[config.mk]
export PLATFORM = sky130hd
export DESIGN_NAME = burst_requester_flat
export DESIGN_NICKNAME = d
export VERILOG_FILES = /design/src/design/axi_mid_pkg.sv /design/src/design/axi_mid_if.sv /design/src/design/burst_requester.sv /design/src/flat_wrapper.sv
export SDC_FILE = /design/constraint.sdc
export NUM_CORES = 1
export LEC_CHECK = 0
export BUFFER_PORTS_ARGS = -buffer_cell sky130_fd_sc_hd__buf_2
export CELL_PAD_IN_SITES_DETAIL_PLACEMENT = 1
export CELL_PAD_IN_SITES_GLOBAL_PLACEMENT = 2
export CORE_AREA = 10 10 112 154
export CTS_CLUSTER_SIZE = 20
export DETAILED_ROUTE_END_ITERATION = 8
export DIE_AREA = 0 0 122 164
export PLACE_DENSITY = 0.92
export SLEW_MARGIN = 5
export SYNTH_ARGS = -nofsm -noshare
export SYNTH_HDL_FRONTEND = slang
export SYNTH_SLANG_ARGS = --single-unit
export TNS_END_PERCENT = 1
[constraint.sdc]
create_clock -name ap_clk -period 5.13 [get_ports ap_clk]
set_input_delay 0.513 -clock ap_clk [delete_from_list [all_inputs] [get_ports ap_clk]]
set_output_delay 0.513 -clock ap_clk [all_outputs]
set_load 0.1 [all_outputs]
[src/design/axi_mid_pkg.sv]
// shared axi mid-path types and defaults; addresses count words, single requester, no ids
`default_nettype none

package axi_mid_pkg;

  // ------------------------------------------------------------------------
  // channel field types
  // ------------------------------------------------------------------------
  typedef logic [7:0] len_t;                    // burst length minus one
  typedef logic [1:0] resp_t;                   // axi response code

  localparam resp_t RESP_OKAY   = 2'b00;        // normal completion
  localparam resp_t RESP_SLVERR = 2'b10;        // slave error, out of range burst

  // ------------------------------------------------------------------------
  // default sizes picked up by the top level
  // ------------------------------------------------------------------------
  localparam int DATA_W_DEF    = 32;            // word width in bits
  localparam int ADDR_W_DEF    = 16;            // word address width
  localparam int MEM_WORDS_DEF = 256;           // on-chip memory depth

endpackage : axi_mid_pkg

`default_nettype wire

[src/design/axi_mid_if.sv]
// reduced axi4 bus: no id, strobe, size, burst type or cache fields; full words only
`timescale 1ns/10ps
`default_nettype none

interface axi_mid_if
  import axi_mid_pkg::*;
#(
  parameter int DATA_W = 32,
  parameter int ADDR_W = 16
);

  // ------------------------------------------------------------------------
  // read channels
  // ------------------------------------------------------------------------
  logic              arvalid;                   // read address valid
  logic              arready;
  logic [ADDR_W-1:0] araddr;                    // first word of the burst
  len_t              arlen;

  logic              rvalid;                    // read data valid
  logic              rready;
  logic [DATA_W-1:0] rdata;
  resp_t             rresp;
  logic              rlast;                     // final beat of the burst

  // ------------------------------------------------------------------------
  // write channels
  // ------------------------------------------------------------------------
  logic              awvalid;                   // write address valid
  logic              awready;
  logic [ADDR_W-1:0] awaddr;
  len_t              awlen;

  logic              wvalid;                    // write data valid
  logic              wready;
  logic [DATA_W-1:0] wdata;
  logic              wlast;

  logic              bvalid;                    // write response valid
  logic              bready;
  resp_t             bresp;

  modport master (
    output arvalid, araddr, arlen, rready, awvalid, awaddr, awlen,
    output wvalid, wdata, wlast, bready,
    input  arready, rvalid, rdata, rresp, rlast, awready, wready, bvalid, bresp
  );

  modport slave (
    input  arvalid, araddr, arlen, rready, awvalid, awaddr, awlen,
    input  wvalid, wdata, wlast, bready,
    output arready, rvalid, rdata, rresp, rlast, awready, wready, bvalid, bresp
  );

endinterface : axi_mid_if

`default_nettype wire

[src/design/burst_requester.sv]
// one command at a time; write beat i carries seed+i; cmd_error valid only with cmd_done
`timescale 1ns/10ps
`default_nettype none

module burst_requester
  import axi_mid_pkg::*;
#(
  parameter int DATA_W = DATA_W_DEF,
  parameter int ADDR_W = ADDR_W_DEF
) (
  input  wire logic              ap_clk,
  input  wire logic              arst_n,
  input  wire logic              cmd_valid,
  output logic                   cmd_ready,
  input  wire logic              cmd_write,      // 1 write, 0 read
  input  wire logic [ADDR_W-1:0] cmd_addr,
  input  wire len_t              cmd_len,
  input  wire logic [DATA_W-1:0] cmd_seed,
  output logic                   cmd_done,       // one-cycle end pulse
  output logic                   cmd_error,
  output logic                   rd_valid,
  input  wire logic              rd_ready,
  output logic      [DATA_W-1:0] rd_data,
  output logic                   rd_last,
  axi_mid_if.master              m_axi
);

  typedef enum logic [2:0] {
    S_IDLE, S_ADDR, S_WDATA, S_WRESP, S_RDATA
  } req_state_t;

  req_state_t        state;
  logic              write_q;                    // captured command
  logic [ADDR_W-1:0] addr_q;
  len_t              len_q;
  logic [DATA_W-1:0] seed_q;
  len_t              beat_q;                     // write beat index
  logic              err_q;                      // any bad rresp so far
  logic              r_take, w_take, b_take;
  logic              r_bad;

  // ------------------------------------------------------------------------
  // bus drive, all from state and captured command
  // ------------------------------------------------------------------------
  assign cmd_ready     = (state == S_IDLE);
  assign m_axi.awvalid = (state == S_ADDR) && write_q;
  assign m_axi.arvalid = (state == S_ADDR) && !write_q;
  assign m_axi.awaddr  = addr_q;
  assign m_axi.araddr  = addr_q;
  assign m_axi.awlen   = len_q;
  assign m_axi.arlen   = len_q;
  assign m_axi.wvalid  = (state == S_WDATA);
  assign m_axi.wdata   = seed_q + DATA_W'(beat_q);
  assign m_axi.wlast   = (beat_q == len_q);
  assign m_axi.bready  = (state == S_WRESP);
  assign m_axi.rready  = (state == S_RDATA) && rd_ready;   // rd port stalls the read path

  assign rd_valid = (state == S_RDATA) && m_axi.rvalid;
  assign rd_data  = m_axi.rdata;
  assign rd_last  = m_axi.rlast;

  assign w_take = m_axi.wvalid && m_axi.wready;
  assign b_take = m_axi.bvalid && m_axi.bready;
  assign r_take = m_axi.rvalid && m_axi.rready;
  assign r_bad  = (m_axi.rresp != RESP_OKAY);

  // ------------------------------------------------------------------------
  // fsm
  // ------------------------------------------------------------------------
  always_ff @(posedge ap_clk or negedge arst_n) begin
    if (!arst_n) begin
      state     <= S_IDLE;
      beat_q    <= '0;
      err_q     <= 1'b0;
      cmd_done  <= 1'b0;
      cmd_error <= 1'b0;
    end else begin
      cmd_done  <= 1'b0;                         // pulse defaults
      cmd_error <= 1'b0;
      case (state)
        S_IDLE: if (cmd_valid) begin
          state  <= S_ADDR;
          beat_q <= '0;
          err_q  <= 1'b0;
        end
        S_ADDR: begin
          if (m_axi.awvalid && m_axi.awready)      state <= S_WDATA;
          else if (m_axi.arvalid && m_axi.arready) state <= S_RDATA;
        end
        S_WDATA: if (w_take) begin
          beat_q <= beat_q + 1'b1;
          if (m_axi.wlast) state <= S_WRESP;
        end
        S_WRESP: if (b_take) begin
          state     <= S_IDLE;
          cmd_done  <= 1'b1;
          cmd_error <= (m_axi.bresp != RESP_OKAY);
        end
        S_RDATA: if (r_take) begin
          err_q <= err_q || r_bad;
          if (m_axi.rlast) begin                 // last beat left on rd port
            state     <= S_IDLE;
            cmd_done  <= 1'b1;
            cmd_error <= err_q || r_bad;
          end
        end
        default: state <= S_IDLE;
      endcase
    end
  end

  always_ff @(posedge ap_clk) begin
    if (cmd_valid && cmd_ready) begin            // command payload
      write_q <= cmd_write;
      addr_q  <= cmd_addr;
      len_q   <= cmd_len;
      seed_q  <= cmd_seed;
    end
  end

endmodule : burst_requester

`default_nettype wire

[src/flat_wrapper.sv]
// flat-port wrapper written by rule: the top's interface ports become plain ports
module burst_requester_flat import axi_mid_pkg::*;
#(
  parameter int DATA_W = DATA_W_DEF,
  parameter int ADDR_W = ADDR_W_DEF
)
  (ap_clk, arst_n, cmd_valid, cmd_ready, cmd_write, cmd_addr, cmd_len, cmd_seed, cmd_done, cmd_error, rd_valid, rd_ready, rd_data, rd_last, m_axi_arvalid, m_axi_araddr, m_axi_arlen, m_axi_rready, m_axi_awvalid, m_axi_awaddr, m_axi_awlen, m_axi_wvalid, m_axi_wdata, m_axi_wlast, m_axi_bready, m_axi_arready, m_axi_rvalid, m_axi_rdata, m_axi_rresp, m_axi_rlast, m_axi_awready, m_axi_wready, m_axi_bvalid, m_axi_bresp);
  axi_mid_if #(.DATA_W(DATA_W), .ADDR_W(ADDR_W)) m_axi_i ();
  input  wire logic ap_clk;
  input  wire logic arst_n;
  input  wire logic cmd_valid;
  output logic cmd_ready;
  input  wire logic cmd_write;
  input  wire logic [ADDR_W-1:0] cmd_addr;
  input  wire len_t cmd_len;
  input  wire logic [DATA_W-1:0] cmd_seed;
  output logic cmd_done;
  output logic cmd_error;
  output logic rd_valid;
  input  wire logic rd_ready;
  output logic      [DATA_W-1:0] rd_data;
  output logic rd_last;
  output wire logic [$bits(m_axi_i.arvalid)-1:0] m_axi_arvalid;
  output wire logic [$bits(m_axi_i.araddr)-1:0] m_axi_araddr;
  output wire logic [$bits(m_axi_i.arlen)-1:0] m_axi_arlen;
  output wire logic [$bits(m_axi_i.rready)-1:0] m_axi_rready;
  output wire logic [$bits(m_axi_i.awvalid)-1:0] m_axi_awvalid;
  output wire logic [$bits(m_axi_i.awaddr)-1:0] m_axi_awaddr;
  output wire logic [$bits(m_axi_i.awlen)-1:0] m_axi_awlen;
  output wire logic [$bits(m_axi_i.wvalid)-1:0] m_axi_wvalid;
  output wire logic [$bits(m_axi_i.wdata)-1:0] m_axi_wdata;
  output wire logic [$bits(m_axi_i.wlast)-1:0] m_axi_wlast;
  output wire logic [$bits(m_axi_i.bready)-1:0] m_axi_bready;
  input wire logic [$bits(m_axi_i.arready)-1:0] m_axi_arready;
  input wire logic [$bits(m_axi_i.rvalid)-1:0] m_axi_rvalid;
  input wire logic [$bits(m_axi_i.rdata)-1:0] m_axi_rdata;
  input wire logic [$bits(m_axi_i.rresp)-1:0] m_axi_rresp;
  input wire logic [$bits(m_axi_i.rlast)-1:0] m_axi_rlast;
  input wire logic [$bits(m_axi_i.awready)-1:0] m_axi_awready;
  input wire logic [$bits(m_axi_i.wready)-1:0] m_axi_wready;
  input wire logic [$bits(m_axi_i.bvalid)-1:0] m_axi_bvalid;
  input wire logic [$bits(m_axi_i.bresp)-1:0] m_axi_bresp;
  assign m_axi_arvalid = m_axi_i.arvalid;
  assign m_axi_araddr = m_axi_i.araddr;
  assign m_axi_arlen = m_axi_i.arlen;
  assign m_axi_rready = m_axi_i.rready;
  assign m_axi_awvalid = m_axi_i.awvalid;
  assign m_axi_awaddr = m_axi_i.awaddr;
  assign m_axi_awlen = m_axi_i.awlen;
  assign m_axi_wvalid = m_axi_i.wvalid;
  assign m_axi_wdata = m_axi_i.wdata;
  assign m_axi_wlast = m_axi_i.wlast;
  assign m_axi_bready = m_axi_i.bready;
  assign m_axi_i.arready = m_axi_arready;
  assign m_axi_i.rvalid = m_axi_rvalid;
  assign m_axi_i.rdata = m_axi_rdata;
  assign m_axi_i.rresp = m_axi_rresp;
  assign m_axi_i.rlast = m_axi_rlast;
  assign m_axi_i.awready = m_axi_awready;
  assign m_axi_i.wready = m_axi_wready;
  assign m_axi_i.bvalid = m_axi_bvalid;
  assign m_axi_i.bresp = m_axi_bresp;
  burst_requester #(.DATA_W(DATA_W), .ADDR_W(ADDR_W)) u_core (.ap_clk(ap_clk), .arst_n(arst_n), .cmd_valid(cmd_valid), .cmd_ready(cmd_ready), .cmd_write(cmd_write), .cmd_addr(cmd_addr), .cmd_len(cmd_len), .cmd_seed(cmd_seed), .cmd_done(cmd_done), .cmd_error(cmd_error), .rd_valid(rd_valid), .rd_ready(rd_ready), .rd_data(rd_data), .rd_last(rd_last), .m_axi(m_axi_i));
endmodule
==> results.sh <==
export IMPL_p_switching_mw=1.84
export IMPL_yosysUniqueCellTypes=50
export IMPL_clkPwrFrac=0.188
export IMPL_vias_per_cell=4.50
export IMPL_comb_power_share=0.533
export IMPL_area_growth_pct=22.3
export IMPL_synth_most_common_cell="buf_4"
export IMPL_num_vias=2844
export IMPL_cts_sinks=71
export IMPL_numPortBuffers=161
export IMPL_synth_edf_count=57
export IMPL_ctsResizeCount=0
export IMPL_grt_setup_unrepaired="false"
export IMPL_synth_nets=442
export IMPL_worstPathMaxFanout=11
export IMPL_antenna_left=0
export IMPL_wl_per_cell_um=18.3
export IMPL_skew_ns=0.00605
export IMPL_cts_hold_buf=0
export IMPL_track_usage=0.113
export IMPL_p_int_mw=1.41
export IMPL_instances_no_fill=632
export IMPL_drt_iter0_markers=90
export IMPL_synth_top_family_by_area="buffers and inverters"
export IMPL_dp_hpwl_um=9200
export IMPL_max_freq_ghz=0.268
export IMPL_fin_tns_setup_ns=0
export IMPL_switching_share=0.567
export IMPL_synth_async_reset_ratio=0.197
export IMPL_htreeDepth=3
export IMPL_cts_buffers=9
export IMPL_synth_common_cells="buf_4, edfxtp_1, xnor2_1"
export IMPL_fp_coreArea_um2=14400
export IMPL_drive_above_1_share=0.432
export IMPL_dieHeight_um=164
export IMPL_ys_warn_count=0
export IMPL_finalSetupViolations=0
export IMPL_min_period_ns=3.74
export IMPL_grt_start_max_net_pins=65
export IMPL_path_class="reg -> out"
export IMPL_pin_count=226
export IMPL_crit_arrival_ns=3.22
export IMPL_synth_xor_area_frac=0.0982
export IMPL_cts_tree="done"
export IMPL_synthSimpleGateAreaFrac=0.120
export IMPL_max_slew_margin=0.344
export IMPL_crit_path_start="u_core.beat_q[6]"
export IMPL_grt_pass1_vias=3219
export IMPL_yosysSeqAreaShare=0.525
export IMPL_fin_crit_sh=0.728
export IMPL_worstMarginPinSlew_ns=0.984
export IMPL_synth_fa_ha_area_frac=0.0338
export IMPL_drcViolationCount=0
export IMPL_seq_power_share=0.279
export IMPL_hold_path_class="in -> async"
export IMPL_synth_compound_area_frac=0.0943
export IMPL_grt_pass1_wl_um=17300
export IMPL_clock_path_buffers=2
export IMPL_initial_core_util=0.273
export IMPL_p_leak_nw=2.05
export IMPL_synth_ff_type="edfxtp_1"
export IMPL_syn_inst=329
export IMPL_yosys_top_cells_area="edfxtp_1, buf_4, dfrtp_1, xnor2_1, xor2_1"
export IMPL_clk_latency_ns=0.34
export IMPL_power_density_nw_per_um2=677
export IMPL_clkSlewWorstSetupHoldPaths_ns=0.06
export IMPL_syn_avg_cell_area_um2=11.9
export IMPL_syn_area_um2=3930
export IMPL_setup_worst_path_end_class="output pin"
export IMPL_nets=550
export IMPL_ir_drop_uv=358
export IMPL_wl_um=11600
export IMPL_status="complete, no violations"
export IMPL_dpl_cell_count=615
export IMPL_muxShareOfSynthArea=0.00542
export IMPL_cts_root_buf="clkbuf_16"
export IMPL_power_total_mw=3.25
export IMPL_hold_viol=0
export IMPL_r2r_start="u_core.state[2]"
export IMPL_finalMaxSlewViolations=0
export IMPL_synth_top_cell_by_area="edfxtp_1"
export IMPL_synth_top_area_share=0.436
export IMPL_maxCapViolCount=0
export IMPL_antenna_found_initial=1
export IMPL_core_rowCount=52
export IMPL_die_area_um2=20000
export IMPL_cp_required_ns=4.62
export IMPL_synth_seq_cells=71
export IMPL_fp_dieW_um=122
export IMPL_drtPass1Iterations=4
export IMPL_grt_remaining_overflow=0
export IMPL_routabilityCongestion=0.766
export IMPL_worst_setup_path_start_kind="flop"
export IMPL_post_cts_buffers=0
[placed cells by master, fill, tap and decap left out, drive strengths merged, types with 2 or more instances in the layout]
| master | instances |
|---|---|
| a31o | 2 |
| clkinvlp | 2 |
| a21o | 2 |
| and2 | 4 |
| nor3b | 2 |
| nand3 | 12 |
| o21a | 2 |
| a2111oi | 4 |
| xnor2 | 29 |
| nor2b | 5 |
| xor2 | 15 |
| clkbuf | 9 |
| nand4 | 8 |
| nand2b | 2 |
| buf | 162 |
| a211oi | 5 |
| clkinv | 4 |
| a21oi | 13 |
| o21ai | 4 |
| a22o | 2 |
| edfxtp | 57 |
| dfrtp | 14 |
| nand2 | 17 |
| o211ai | 4 |
| inv | 3 |
| nor2 | 20 |
| and3 | 11 |
| a21boi | 3 |
| and4 | 3 |
| ha | 9 |
[cells by family (layout without fill, tap and decap cells)]
logic type	after synthesis	in the layout
DFF	71	71
adders and majority gates	10	10
and+or+nand+nor	87	87
buffers and inverters	68	181
xor gates and xnor gates	44	44
AOI/OAI and AO/OA	47	47
other	0	1
muxes	2	2
[through the flow]
step | cell area (µm²) | hold WS (ns) | worst slack (ns) | utilization
finish | 4800 | 0.0756 | 1.39 | 0.334
global route | 4800 | 0.0805 | 1.19 | 0.334
CTS | 4800 | 0.0763 | 1.36 | 0.334
detailed placement | 4510 | 0.449 | 1.75 | 0.314
global placement | 4510 | 0.435 | 1.86 | 0.314
floorplan | 3930 | 0.217 | 0.898 | -
[critical path, cell delays in order (launching register included)]
cell and delay [ns]:
dfrtp_1 0.43, ha_1 0.40, a21o_1 0.22, and3_1 0.19, a21oi_1 0.75, a211oi_1 0.24
xor2_1 0.19, buf_2 0.45
[layout make-up]
class | count | area, µm²
antenna | 1 | 2.50
clock buffer | 9 | 225
clock inverter | 7 | 63.8
fill | 1628 | 9580
inverter | 3 | 11.3
multi-input combinational | 190 | 1390
sequential | 71 | 2060
tap | 189 | 236
timing repair buffer | 162 | 813
[registers in the layout (all words and copies together) (netlist names)]
register / flops
u_core.state: 3
u_core.beat_q: 8
u_core.seed_q: 32
u_core.err_q: 1
u_core.m_axi.arlen: 8
u_core.m_axi.araddr: 16
u_core.write_q: 1
u_core.cmd_error: 1
u_core.cmd_done: 1
[final timing paths]
path,endpoint,slack (ns),cells past startpoint
max,m_axi_wdata[19],1.39,7
min,u_core.state[2],0.08,1
max reg2reg,u_core.beat_q[1],3.09,5
min reg2reg,u_core.err_q,0.51,2
max in group asynchronous,u_core.cmd_error,4.79,1
min in group ap_clk,u_core.seed_q[20],0.34,1
[layer usage]
metal,GRT usage,share of wire
met2,0.197,0.52
met1,0.111,0.36
met5,0,0
met3,0.0474,0.086
met4,0.0587,0.025
[power groups by stage]
stage               clock [mW]  combinational (mW)  sequential (mW)
floorplan                    0                1.35             1.20
global placement             0                1.73            0.916
detailed placement           0                1.75            0.923
CTS                      0.632                1.75            0.912
global route             0.658                1.80            0.929
finish                   0.612                1.73            0.906
(Power assumes the default switching activity.)
