**config.mk**
```make
export PLATFORM = sky130hd
export DESIGN_NAME = axi_register_slice_mid_flat
export DESIGN_NICKNAME = d
export VERILOG_FILES = /design/src/design/axi_mid_pkg.sv /design/src/design/axi_mid_if.sv /design/src/design/axi_skid_slice.sv /design/src/design/axi_register_slice_mid.sv /design/src/flat_wrapper.sv
export SDC_FILE = /design/constraint.sdc
export NUM_CORES = 1
export LEC_CHECK = 0
export BUFFER_PORTS_ARGS = -buffer_cell sky130_fd_sc_hd__buf_4
export CAP_MARGIN = 20
export CORE_AREA = 10 10 187 119
export DETAILED_ROUTE_END_ITERATION = 6
export DIE_AREA = 0 0 197 129
export GPL_TIMING_DRIVEN = 0
export PLACE_DENSITY = 0.78
export SYNTH_ARGS = -nofsm -noshare
export SYNTH_HDL_FRONTEND = slang
export SYNTH_SLANG_ARGS = --single-unit
```
**constraint.sdc**
```tcl
create_clock -name ap_clk -period 0.8 [get_ports ap_clk]
set_input_delay 0.12 -clock ap_clk [delete_from_list [all_inputs] [get_ports ap_clk]]
set_output_delay 0.12 -clock ap_clk [all_outputs]
set_load 0.1 [all_outputs]
```
**src/design/axi_mid_pkg.sv**
```systemverilog
// shared axi mid-path types and defaults; addresses count words, single requester, no ids
`default_nettype none

package axi_mid_pkg;

  // ------------------------------------------------------------------------
  // channel field types
  // ------------------------------------------------------------------------
  typedef logic [7:0] len_t;                    // burst length minus one
  typedef logic [1:0] resp_t;                   // axi response code

  localparam resp_t RESP_OKAY   = 2'b00;        // normal completion
  localparam resp_t RESP_SLVERR = 2'b10;        // slave error, out of range burst

  // ------------------------------------------------------------------------
  // default sizes picked up by the top level
  // ------------------------------------------------------------------------
  localparam int DATA_W_DEF    = 32;            // word width in bits
  localparam int ADDR_W_DEF    = 16;            // word address width
  localparam int MEM_WORDS_DEF = 256;           // on-chip memory depth

endpackage : axi_mid_pkg

`default_nettype wire

```
**src/design/axi_mid_if.sv**
```systemverilog
// reduced axi4 bus: no id, strobe, size, burst type or cache fields; full words only
`timescale 1ns/10ps
`default_nettype none

interface axi_mid_if
  import axi_mid_pkg::*;
#(
  parameter int DATA_W = 32,
  parameter int ADDR_W = 16
);

  // ------------------------------------------------------------------------
  // read channels
  // ------------------------------------------------------------------------
  logic              arvalid;                   // read address valid
  logic              arready;
  logic [ADDR_W-1:0] araddr;                    // first word of the burst
  len_t              arlen;

  logic              rvalid;                    // read data valid
  logic              rready;
  logic [DATA_W-1:0] rdata;
  resp_t             rresp;
  logic              rlast;                     // final beat of the burst

  // ------------------------------------------------------------------------
  // write channels
  // ------------------------------------------------------------------------
  logic              awvalid;                   // write address valid
  logic              awready;
  logic [ADDR_W-1:0] awaddr;
  len_t              awlen;

  logic              wvalid;                    // write data valid
  logic              wready;
  logic [DATA_W-1:0] wdata;
  logic              wlast;

  logic              bvalid;                    // write response valid
  logic              bready;
  resp_t             bresp;

  modport master (
    output arvalid, araddr, arlen, rready, awvalid, awaddr, awlen,
    output wvalid, wdata, wlast, bready,
    input  arready, rvalid, rdata, rresp, rlast, awready, wready, bvalid, bresp
  );

  modport slave (
    input  arvalid, araddr, arlen, rready, awvalid, awaddr, awlen,
    input  wvalid, wdata, wlast, bready,
    output arready, rvalid, rdata, rresp, rlast, awready, wready, bvalid, bresp
  );

endinterface : axi_mid_if

`default_nettype wire

```
**src/design/axi_skid_slice.sv**
```systemverilog
// one registered valid/ready stage, one cycle latency, full rate; in_ready low while in reset
`timescale 1ns/10ps
`default_nettype none

module axi_skid_slice #(
  parameter int WIDTH = 32
) (
  input  wire logic             ap_clk,
  input  wire logic             rst_n,
  input  wire logic             in_valid,
  output logic                  in_ready,
  input  wire logic [WIDTH-1:0] in_data,
  output logic                  out_valid,
  input  wire logic             out_ready,
  output logic      [WIDTH-1:0] out_data
);

  logic             main_valid, main_valid_nxt;  // output register occupied
  logic             skid_valid, skid_valid_nxt;  // overflow register occupied
  logic [WIDTH-1:0] skid_data;
  logic             in_take;                     // beat accepted this cycle
  logic             advance;                     // main register may load

  assign in_take   = in_valid && in_ready;
  assign advance   = out_ready || !main_valid;   // empty or draining
  assign out_valid = main_valid;

  always_comb begin
    main_valid_nxt = main_valid;
    skid_valid_nxt = skid_valid;
    if (advance) begin
      main_valid_nxt = skid_valid || in_take;    // skid drains first
      skid_valid_nxt = 1'b0;
    end else if (in_take) begin
      skid_valid_nxt = 1'b1;                     // catch the beat in flight
    end
  end

  always_ff @(posedge ap_clk or negedge rst_n) begin
    if (!rst_n) begin
      main_valid <= 1'b0;
      skid_valid <= 1'b0;
      in_ready   <= 1'b0;                        // hold off until out of reset
    end else begin
      main_valid <= main_valid_nxt;
      skid_valid <= skid_valid_nxt;
      in_ready   <= !skid_valid_nxt;             // registered ready
    end
  end

  always_ff @(posedge ap_clk) begin
    if (in_take) skid_data <= in_data;           // harmless when main takes it
    if (advance) out_data <= skid_valid ? skid_data : in_data;
  end

endmodule : axi_skid_slice

`default_nettype wire

```
**src/design/axi_register_slice_mid.sv**
```systemverilog
// one stage per axi channel, +1 cycle each; stages held in reset 2 clocks after arst_n rises
`timescale 1ns/10ps
`default_nettype none

module axi_register_slice_mid
  import axi_mid_pkg::*;
#(
  parameter int DATA_W = DATA_W_DEF,
  parameter int ADDR_W = ADDR_W_DEF
) (
  input  wire logic ap_clk,
  input  wire logic arst_n,
  axi_mid_if.slave  s_axi,                       // from the requester
  axi_mid_if.master m_axi                        // toward the memory
);

  localparam int A_W = ADDR_W + $bits(len_t);             // addr + len
  localparam int R_W = DATA_W + $bits(resp_t) + 1;        // data + resp + last
  localparam int W_W = DATA_W + 1;                        // data + last
  localparam int B_W = $bits(resp_t);

  logic [1:0]     rst_sync;                      // two-flop reset synchronizer
  logic           slice_rst_n;
  logic [A_W-1:0] ar_out, aw_out;
  logic [R_W-1:0] r_out;
  logic [W_W-1:0] w_out;
  logic [B_W-1:0] b_out;

  // ------------------------------------------------------------------------
  // local reset, asserts at once, releases on the clock
  // ------------------------------------------------------------------------
  always_ff @(posedge ap_clk or negedge arst_n) begin
    if (!arst_n) rst_sync <= 2'b00;
    else         rst_sync <= {rst_sync[0], 1'b1};
  end
  assign slice_rst_n = rst_sync[1];

  // ------------------------------------------------------------------------
  // forward channels ar, aw, w
  // ------------------------------------------------------------------------
  axi_skid_slice #(.WIDTH(A_W)) i_ar_slice (
    .ap_clk, .rst_n(slice_rst_n),
    .in_valid(s_axi.arvalid), .in_ready(s_axi.arready),
    .in_data({s_axi.araddr, s_axi.arlen}),
    .out_valid(m_axi.arvalid), .out_ready(m_axi.arready), .out_data(ar_out)
  );
  assign {m_axi.araddr, m_axi.arlen} = ar_out;

  axi_skid_slice #(.WIDTH(A_W)) i_aw_slice (
    .ap_clk, .rst_n(slice_rst_n),
    .in_valid(s_axi.awvalid), .in_ready(s_axi.awready),
    .in_data({s_axi.awaddr, s_axi.awlen}),
    .out_valid(m_axi.awvalid), .out_ready(m_axi.awready), .out_data(aw_out)
  );
  assign {m_axi.awaddr, m_axi.awlen} = aw_out;

  axi_skid_slice #(.WIDTH(W_W)) i_w_slice (
    .ap_clk, .rst_n(slice_rst_n),
    .in_valid(s_axi.wvalid), .in_ready(s_axi.wready),
    .in_data({s_axi.wdata, s_axi.wlast}),
    .out_valid(m_axi.wvalid), .out_ready(m_axi.wready), .out_data(w_out)
  );
  assign {m_axi.wdata, m_axi.wlast} = w_out;

  // ------------------------------------------------------------------------
  // return channels r, b
  // ------------------------------------------------------------------------
  axi_skid_slice #(.WIDTH(R_W)) i_r_slice (
    .ap_clk, .rst_n(slice_rst_n),
    .in_valid(m_axi.rvalid), .in_ready(m_axi.rready),
    .in_data({m_axi.rdata, m_axi.rresp, m_axi.rlast}),
    .out_valid(s_axi.rvalid), .out_ready(s_axi.rready), .out_data(r_out)
  );
  assign {s_axi.rdata, s_axi.rresp, s_axi.rlast} = r_out;

  axi_skid_slice #(.WIDTH(B_W)) i_b_slice (
    .ap_clk, .rst_n(slice_rst_n),
    .in_valid(m_axi.bvalid), .in_ready(m_axi.bready),
    .in_data(m_axi.bresp),
    .out_valid(s_axi.bvalid), .out_ready(s_axi.bready), .out_data(b_out)
  );
  assign s_axi.bresp = b_out;

endmodule : axi_register_slice_mid

`default_nettype wire

```
**src/flat_wrapper.sv**
```systemverilog
// flat-port wrapper written by rule: the top's interface ports become plain ports
module axi_register_slice_mid_flat import axi_mid_pkg::*;
#(
  parameter int DATA_W = DATA_W_DEF,
  parameter int ADDR_W = ADDR_W_DEF
)
  (ap_clk, arst_n, s_axi_arvalid, s_axi_araddr, s_axi_arlen, s_axi_rready, s_axi_awvalid, s_axi_awaddr, s_axi_awlen, s_axi_wvalid, s_axi_wdata, s_axi_wlast, s_axi_bready, s_axi_arready, s_axi_rvalid, s_axi_rdata, s_axi_rresp, s_axi_rlast, s_axi_awready, s_axi_wready, s_axi_bvalid, s_axi_bresp, m_axi_arvalid, m_axi_araddr, m_axi_arlen, m_axi_rready, m_axi_awvalid, m_axi_awaddr, m_axi_awlen, m_axi_wvalid, m_axi_wdata, m_axi_wlast, m_axi_bready, m_axi_arready, m_axi_rvalid, m_axi_rdata, m_axi_rresp, m_axi_rlast, m_axi_awready, m_axi_wready, m_axi_bvalid, m_axi_bresp);
  axi_mid_if #(.DATA_W(DATA_W), .ADDR_W(ADDR_W)) s_axi_i ();
  axi_mid_if #(.DATA_W(DATA_W), .ADDR_W(ADDR_W)) m_axi_i ();
  input  wire logic ap_clk;
  input  wire logic arst_n;
  input wire logic [$bits(s_axi_i.arvalid)-1:0] s_axi_arvalid;
  input wire logic [$bits(s_axi_i.araddr)-1:0] s_axi_araddr;
  input wire logic [$bits(s_axi_i.arlen)-1:0] s_axi_arlen;
  input wire logic [$bits(s_axi_i.rready)-1:0] s_axi_rready;
  input wire logic [$bits(s_axi_i.awvalid)-1:0] s_axi_awvalid;
  input wire logic [$bits(s_axi_i.awaddr)-1:0] s_axi_awaddr;
  input wire logic [$bits(s_axi_i.awlen)-1:0] s_axi_awlen;
  input wire logic [$bits(s_axi_i.wvalid)-1:0] s_axi_wvalid;
  input wire logic [$bits(s_axi_i.wdata)-1:0] s_axi_wdata;
  input wire logic [$bits(s_axi_i.wlast)-1:0] s_axi_wlast;
  input wire logic [$bits(s_axi_i.bready)-1:0] s_axi_bready;
  output wire logic [$bits(s_axi_i.arready)-1:0] s_axi_arready;
  output wire logic [$bits(s_axi_i.rvalid)-1:0] s_axi_rvalid;
  output wire logic [$bits(s_axi_i.rdata)-1:0] s_axi_rdata;
  output wire logic [$bits(s_axi_i.rresp)-1:0] s_axi_rresp;
  output wire logic [$bits(s_axi_i.rlast)-1:0] s_axi_rlast;
  output wire logic [$bits(s_axi_i.awready)-1:0] s_axi_awready;
  output wire logic [$bits(s_axi_i.wready)-1:0] s_axi_wready;
  output wire logic [$bits(s_axi_i.bvalid)-1:0] s_axi_bvalid;
  output wire logic [$bits(s_axi_i.bresp)-1:0] s_axi_bresp;
  output wire logic [$bits(m_axi_i.arvalid)-1:0] m_axi_arvalid;
  output wire logic [$bits(m_axi_i.araddr)-1:0] m_axi_araddr;
  output wire logic [$bits(m_axi_i.arlen)-1:0] m_axi_arlen;
  output wire logic [$bits(m_axi_i.rready)-1:0] m_axi_rready;
  output wire logic [$bits(m_axi_i.awvalid)-1:0] m_axi_awvalid;
  output wire logic [$bits(m_axi_i.awaddr)-1:0] m_axi_awaddr;
  output wire logic [$bits(m_axi_i.awlen)-1:0] m_axi_awlen;
  output wire logic [$bits(m_axi_i.wvalid)-1:0] m_axi_wvalid;
  output wire logic [$bits(m_axi_i.wdata)-1:0] m_axi_wdata;
  output wire logic [$bits(m_axi_i.wlast)-1:0] m_axi_wlast;
  output wire logic [$bits(m_axi_i.bready)-1:0] m_axi_bready;
  input wire logic [$bits(m_axi_i.arready)-1:0] m_axi_arready;
  input wire logic [$bits(m_axi_i.rvalid)-1:0] m_axi_rvalid;
  input wire logic [$bits(m_axi_i.rdata)-1:0] m_axi_rdata;
  input wire logic [$bits(m_axi_i.rresp)-1:0] m_axi_rresp;
  input wire logic [$bits(m_axi_i.rlast)-1:0] m_axi_rlast;
  input wire logic [$bits(m_axi_i.awready)-1:0] m_axi_awready;
  input wire logic [$bits(m_axi_i.wready)-1:0] m_axi_wready;
  input wire logic [$bits(m_axi_i.bvalid)-1:0] m_axi_bvalid;
  input wire logic [$bits(m_axi_i.bresp)-1:0] m_axi_bresp;
  assign s_axi_i.arvalid = s_axi_arvalid;
  assign s_axi_i.araddr = s_axi_araddr;
  assign s_axi_i.arlen = s_axi_arlen;
  assign s_axi_i.rready = s_axi_rready;
  assign s_axi_i.awvalid = s_axi_awvalid;
  assign s_axi_i.awaddr = s_axi_awaddr;
  assign s_axi_i.awlen = s_axi_awlen;
  assign s_axi_i.wvalid = s_axi_wvalid;
  assign s_axi_i.wdata = s_axi_wdata;
  assign s_axi_i.wlast = s_axi_wlast;
  assign s_axi_i.bready = s_axi_bready;
  assign s_axi_arready = s_axi_i.arready;
  assign s_axi_rvalid = s_axi_i.rvalid;
  assign s_axi_rdata = s_axi_i.rdata;
  assign s_axi_rresp = s_axi_i.rresp;
  assign s_axi_rlast = s_axi_i.rlast;
  assign s_axi_awready = s_axi_i.awready;
  assign s_axi_wready = s_axi_i.wready;
  assign s_axi_bvalid = s_axi_i.bvalid;
  assign s_axi_bresp = s_axi_i.bresp;
  assign m_axi_arvalid = m_axi_i.arvalid;
  assign m_axi_araddr = m_axi_i.araddr;
  assign m_axi_arlen = m_axi_i.arlen;
  assign m_axi_rready = m_axi_i.rready;
  assign m_axi_awvalid = m_axi_i.awvalid;
  assign m_axi_awaddr = m_axi_i.awaddr;
  assign m_axi_awlen = m_axi_i.awlen;
  assign m_axi_wvalid = m_axi_i.wvalid;
  assign m_axi_wdata = m_axi_i.wdata;
  assign m_axi_wlast = m_axi_i.wlast;
  assign m_axi_bready = m_axi_i.bready;
  assign m_axi_i.arready = m_axi_arready;
  assign m_axi_i.rvalid = m_axi_rvalid;
  assign m_axi_i.rdata = m_axi_rdata;
  assign m_axi_i.rresp = m_axi_rresp;
  assign m_axi_i.rlast = m_axi_rlast;
  assign m_axi_i.awready = m_axi_awready;
  assign m_axi_i.wready = m_axi_wready;
  assign m_axi_i.bvalid = m_axi_bvalid;
  assign m_axi_i.bresp = m_axi_bresp;
  axi_register_slice_mid #(.DATA_W(DATA_W), .ADDR_W(ADDR_W)) u_core (.ap_clk(ap_clk), .arst_n(arst_n), .s_axi(s_axi_i), .m_axi(m_axi_i));
endmodule
```
==> impl_metrics.ini <==
[routing]
routed_wl_mm = 31.2
vias = 6096
avgRoutedWirePerCell_um = 26.8
dr.pass1.iters = 5
drc_errors = 0
ant_nets = 0
viasPerCell = 5.23
drt_iter0_drc = 491

[global_routing]
antenna_found_initial = 0
grt_pass1_vias = 6744
grt_usage_pct = 23.4
grt_max_degree = 19
grt_pass1_wl_mm = 44.8
grt-ovfl-total = 0

[synthesis]
netlist_instances = 416
yosys_register_bits = 253
synth.avg_cell_area_um2 = 23.0
synth_nets = 546
seq_area_frac_synth_pct = 78.4
netlist_area_mm2 = 0.00959
yosysWarnings = 0
synth_cell_types = 13

[clocking]
ctsLongestPathBuffers = 3
clkSinkCount = 253
cts.root.buffer_cell = clkbuf_16
ctsHtreeMaxLevel = 1
cts_hold_buf = 126
clock_latency_ps = 500
clk_pin_slew_ps = 70
cts_tree = yes
cts_buffers = 23

[timing]
fmax_mhz = 744
final_hold_viol_count = 1
fin_crit_sh_pct = 168
grt_setup_unrepaired = yes
holdWs_ps = -0.566
maxSlewViolCount = 0
layout_min_cycle_time_ps = 1340
finalSetupViolations = 497
setup_ws_ps = -544
skew_ps = 12.8

[hold_path]
hold_class = in -> reg

[worst_setup_path]
startpoint_type = flop
path_buf_inv = 1
cpLargestDelayFamily = flip-flops
worstSetupEndpointType = primary output
cp.required_ps = 680
critPathArrivalTime_ps = 1220
path_cells = buf_12
slowest_stage = dfrtp_4
critPathMaxStageDelay_ps = 530
critPathMaxFanout = 3
criticalPathCategory = reg -> out

[placement]
dp_hpwl_mm = 15.4
place.gp.congestion = 0.794
dp_cells = 919
io_buffers = 257

[power]
p_total_uw = 40700
p_leak_uw = 0.00650
peakVddDrop_mv = 1.60
p_int_uw = 26900
power_density_mw_per_mm2 = 2580
combPwrFrac_pct = 31.6
p_sw_uw = 13800
p_sw_share_pct = 34.0
p_seq_share_pct = 41.4
pwr-share-clk_pct = 27.0

[outcome]
outcome = complete, but fails checks
violations = negative hold slack, negative setup slack

[die]
coreArea_mm2 = 0.0187
initial_utilization_pct = 51.2
io_pins = 258
fp.dieH_um = 129
rows = 39
die-area_mm2 = 0.0254
die_w_um = 197

[finish]
nFillCells = 794
seq_area_mm2 = 0.00755
fin_cells = 1166
multi_input_area_mm2 = 0.00242
final_layout_size_suffix_gt1_share_pct = 58.0
final_core_util_pct = 84.2
diodes = 0
area_delta_synth_final_pct = 64.5
num-nets-final = 1034

[job]
drv_cap = 0
==> cell families (layout without fill, tap and decap cells) <==
kind of cell	Yosys count	after routing	share of synthesized area [%]
compound gates	5	5	0.261
buf+inv	14	485	2.19
flops	253	253	78.4
mux	118	118	17.8
other cells	1	1	0.0391
simple gates	25	58	1.37
==> what timing repair did <==
action | 4_1_cts | 5_1_grt
hold endpoints to repair | 253 | 1
resized for setup | 231 | 39
gates cloned | 36 | 7
endpoints found under the setup margin | 504 | 497
pin swaps | 14 | 3
buffers inserted | 33 | 14
==> layer usage <==
| layer | vias to the layer above | track usage (%) | routed length, um |
|---|---|---|---|
| met5 | - | 0 | 0 |
| met4 | 0 | 4.59 | 574 |
| met3 | 43 | 8.10 | 2830 |
| met2 | 294 | 41.8 | 15900 |
| met1 | 3109 | 27.1 | 11900 |
| li1 | 2650 | - | - |
==> synth_stat cells <==
cell / n / area share [%]
nand2_1: 5 / 0.20
buf_6: 8 / 0.94
mux2_4: 100 / 16
dfrtp_1: 17 / 4.4
edfxtp_1: 236 / 74
a21oi_1: 5 / 0.26
and2_1: 5 / 0.33
or2_2: 5 / 0.33
nand2b_1: 5 / 0.33
conb_1: 1 / 0.039
nor2_1: 5 / 0.20
buf_12: 6 / 1.3
mux2_2: 18 / 2.1
==> placed cells by master (no fill, tap or decap), drive strengths merged <==
master       count
conb             1
nor2             5
edfxtp         236
or2              5
dfrtp           17
nand2b          22
buf            316
clkinv           3
nand2            5
clkbuf          39
a21oi            5
mux2           118
dlygate4sd3    126
bufinv           1
and2            21
==> flip-flops by register name, summed over array words and instances, names as in the netlist, 2 cells and up <==
register                     flops
u_core.i_w_slice.skid_data      33
u_core.i_b_slice.out_data        2
u_core.i_r_slice.out_data       35
u_core.i_w_slice.out_data       33
u_core.rst_sync                  2
u_core.i_r_slice.skid_data      35
u_core.i_ar_slice.out_data      24
u_core.i_b_slice.skid_data       2
u_core.i_ar_slice.skid_data     24
u_core.i_aw_slice.skid_data     24
u_core.i_aw_slice.out_data      24
==> cell type report <==
cell class / count / area share [%]
clock inverters: 4 / 0.286
plain buffers: 14 / 1.71
repair buffers: 430 / 28.5
well taps: 246 / 1.95
clock buffers: 37 / 4.30
multi-input cells: 182 / 15.4
flip-flops and latches: 253 / 47.9
==> worst paths after layout <==
path                                               from  cells past startpoint  slack [ps]                       endpoint
setup / recovery             u_core.i_r_slice.out_valid                      1        -540                   s_axi_rvalid
hold / removal                             s_axi_rready                      3        -0.6     u_core.i_r_slice.out_valid
setup reg to reg           u_core.i_ar_slice.skid_valid                      4        -540  u_core.i_ar_slice.out_data[2]
hold reg to reg                      u_core.rst_sync[1]                      0         180     u_core.i_r_slice.out_valid
max in group asynchronous                        arst_n                      3         110             u_core.rst_sync[1]
min in group asynchronous            u_core.rst_sync[1]                      0         180     u_core.i_r_slice.out_valid
==> stage by stage <==
step,cell area [um2],hold slack (ps),worst slack [ps],TNS [ps]
2_1_floorplan,9740,-176,-568,-190750
3_3_place_gp,12000,-96.3,-480,-136260
3_5_place_dp,12000,-95.8,-496,-145090
4_1_cts,15600,-28.1,-529,-181820
5_1_grt,15800,-4.52,-569,-193720
6_report,15800,-0.566,-544,-183180
==> power groups by stage <==
stage / Combinational [uW] / Clock [uW] / Sequential, uW
2_1_floorplan: 1990 / 0 / 22500
3_3_place_gp: 9930 / 0 / 16800
3_5_place_dp: 10100 / 0 / 16900
4_1_cts: 12500 / 10800 / 16800
5_1_grt: 13200 / 11600 / 16900
6_report: 12900 / 11000 / 16800
(Power assumes the default switching activity.)
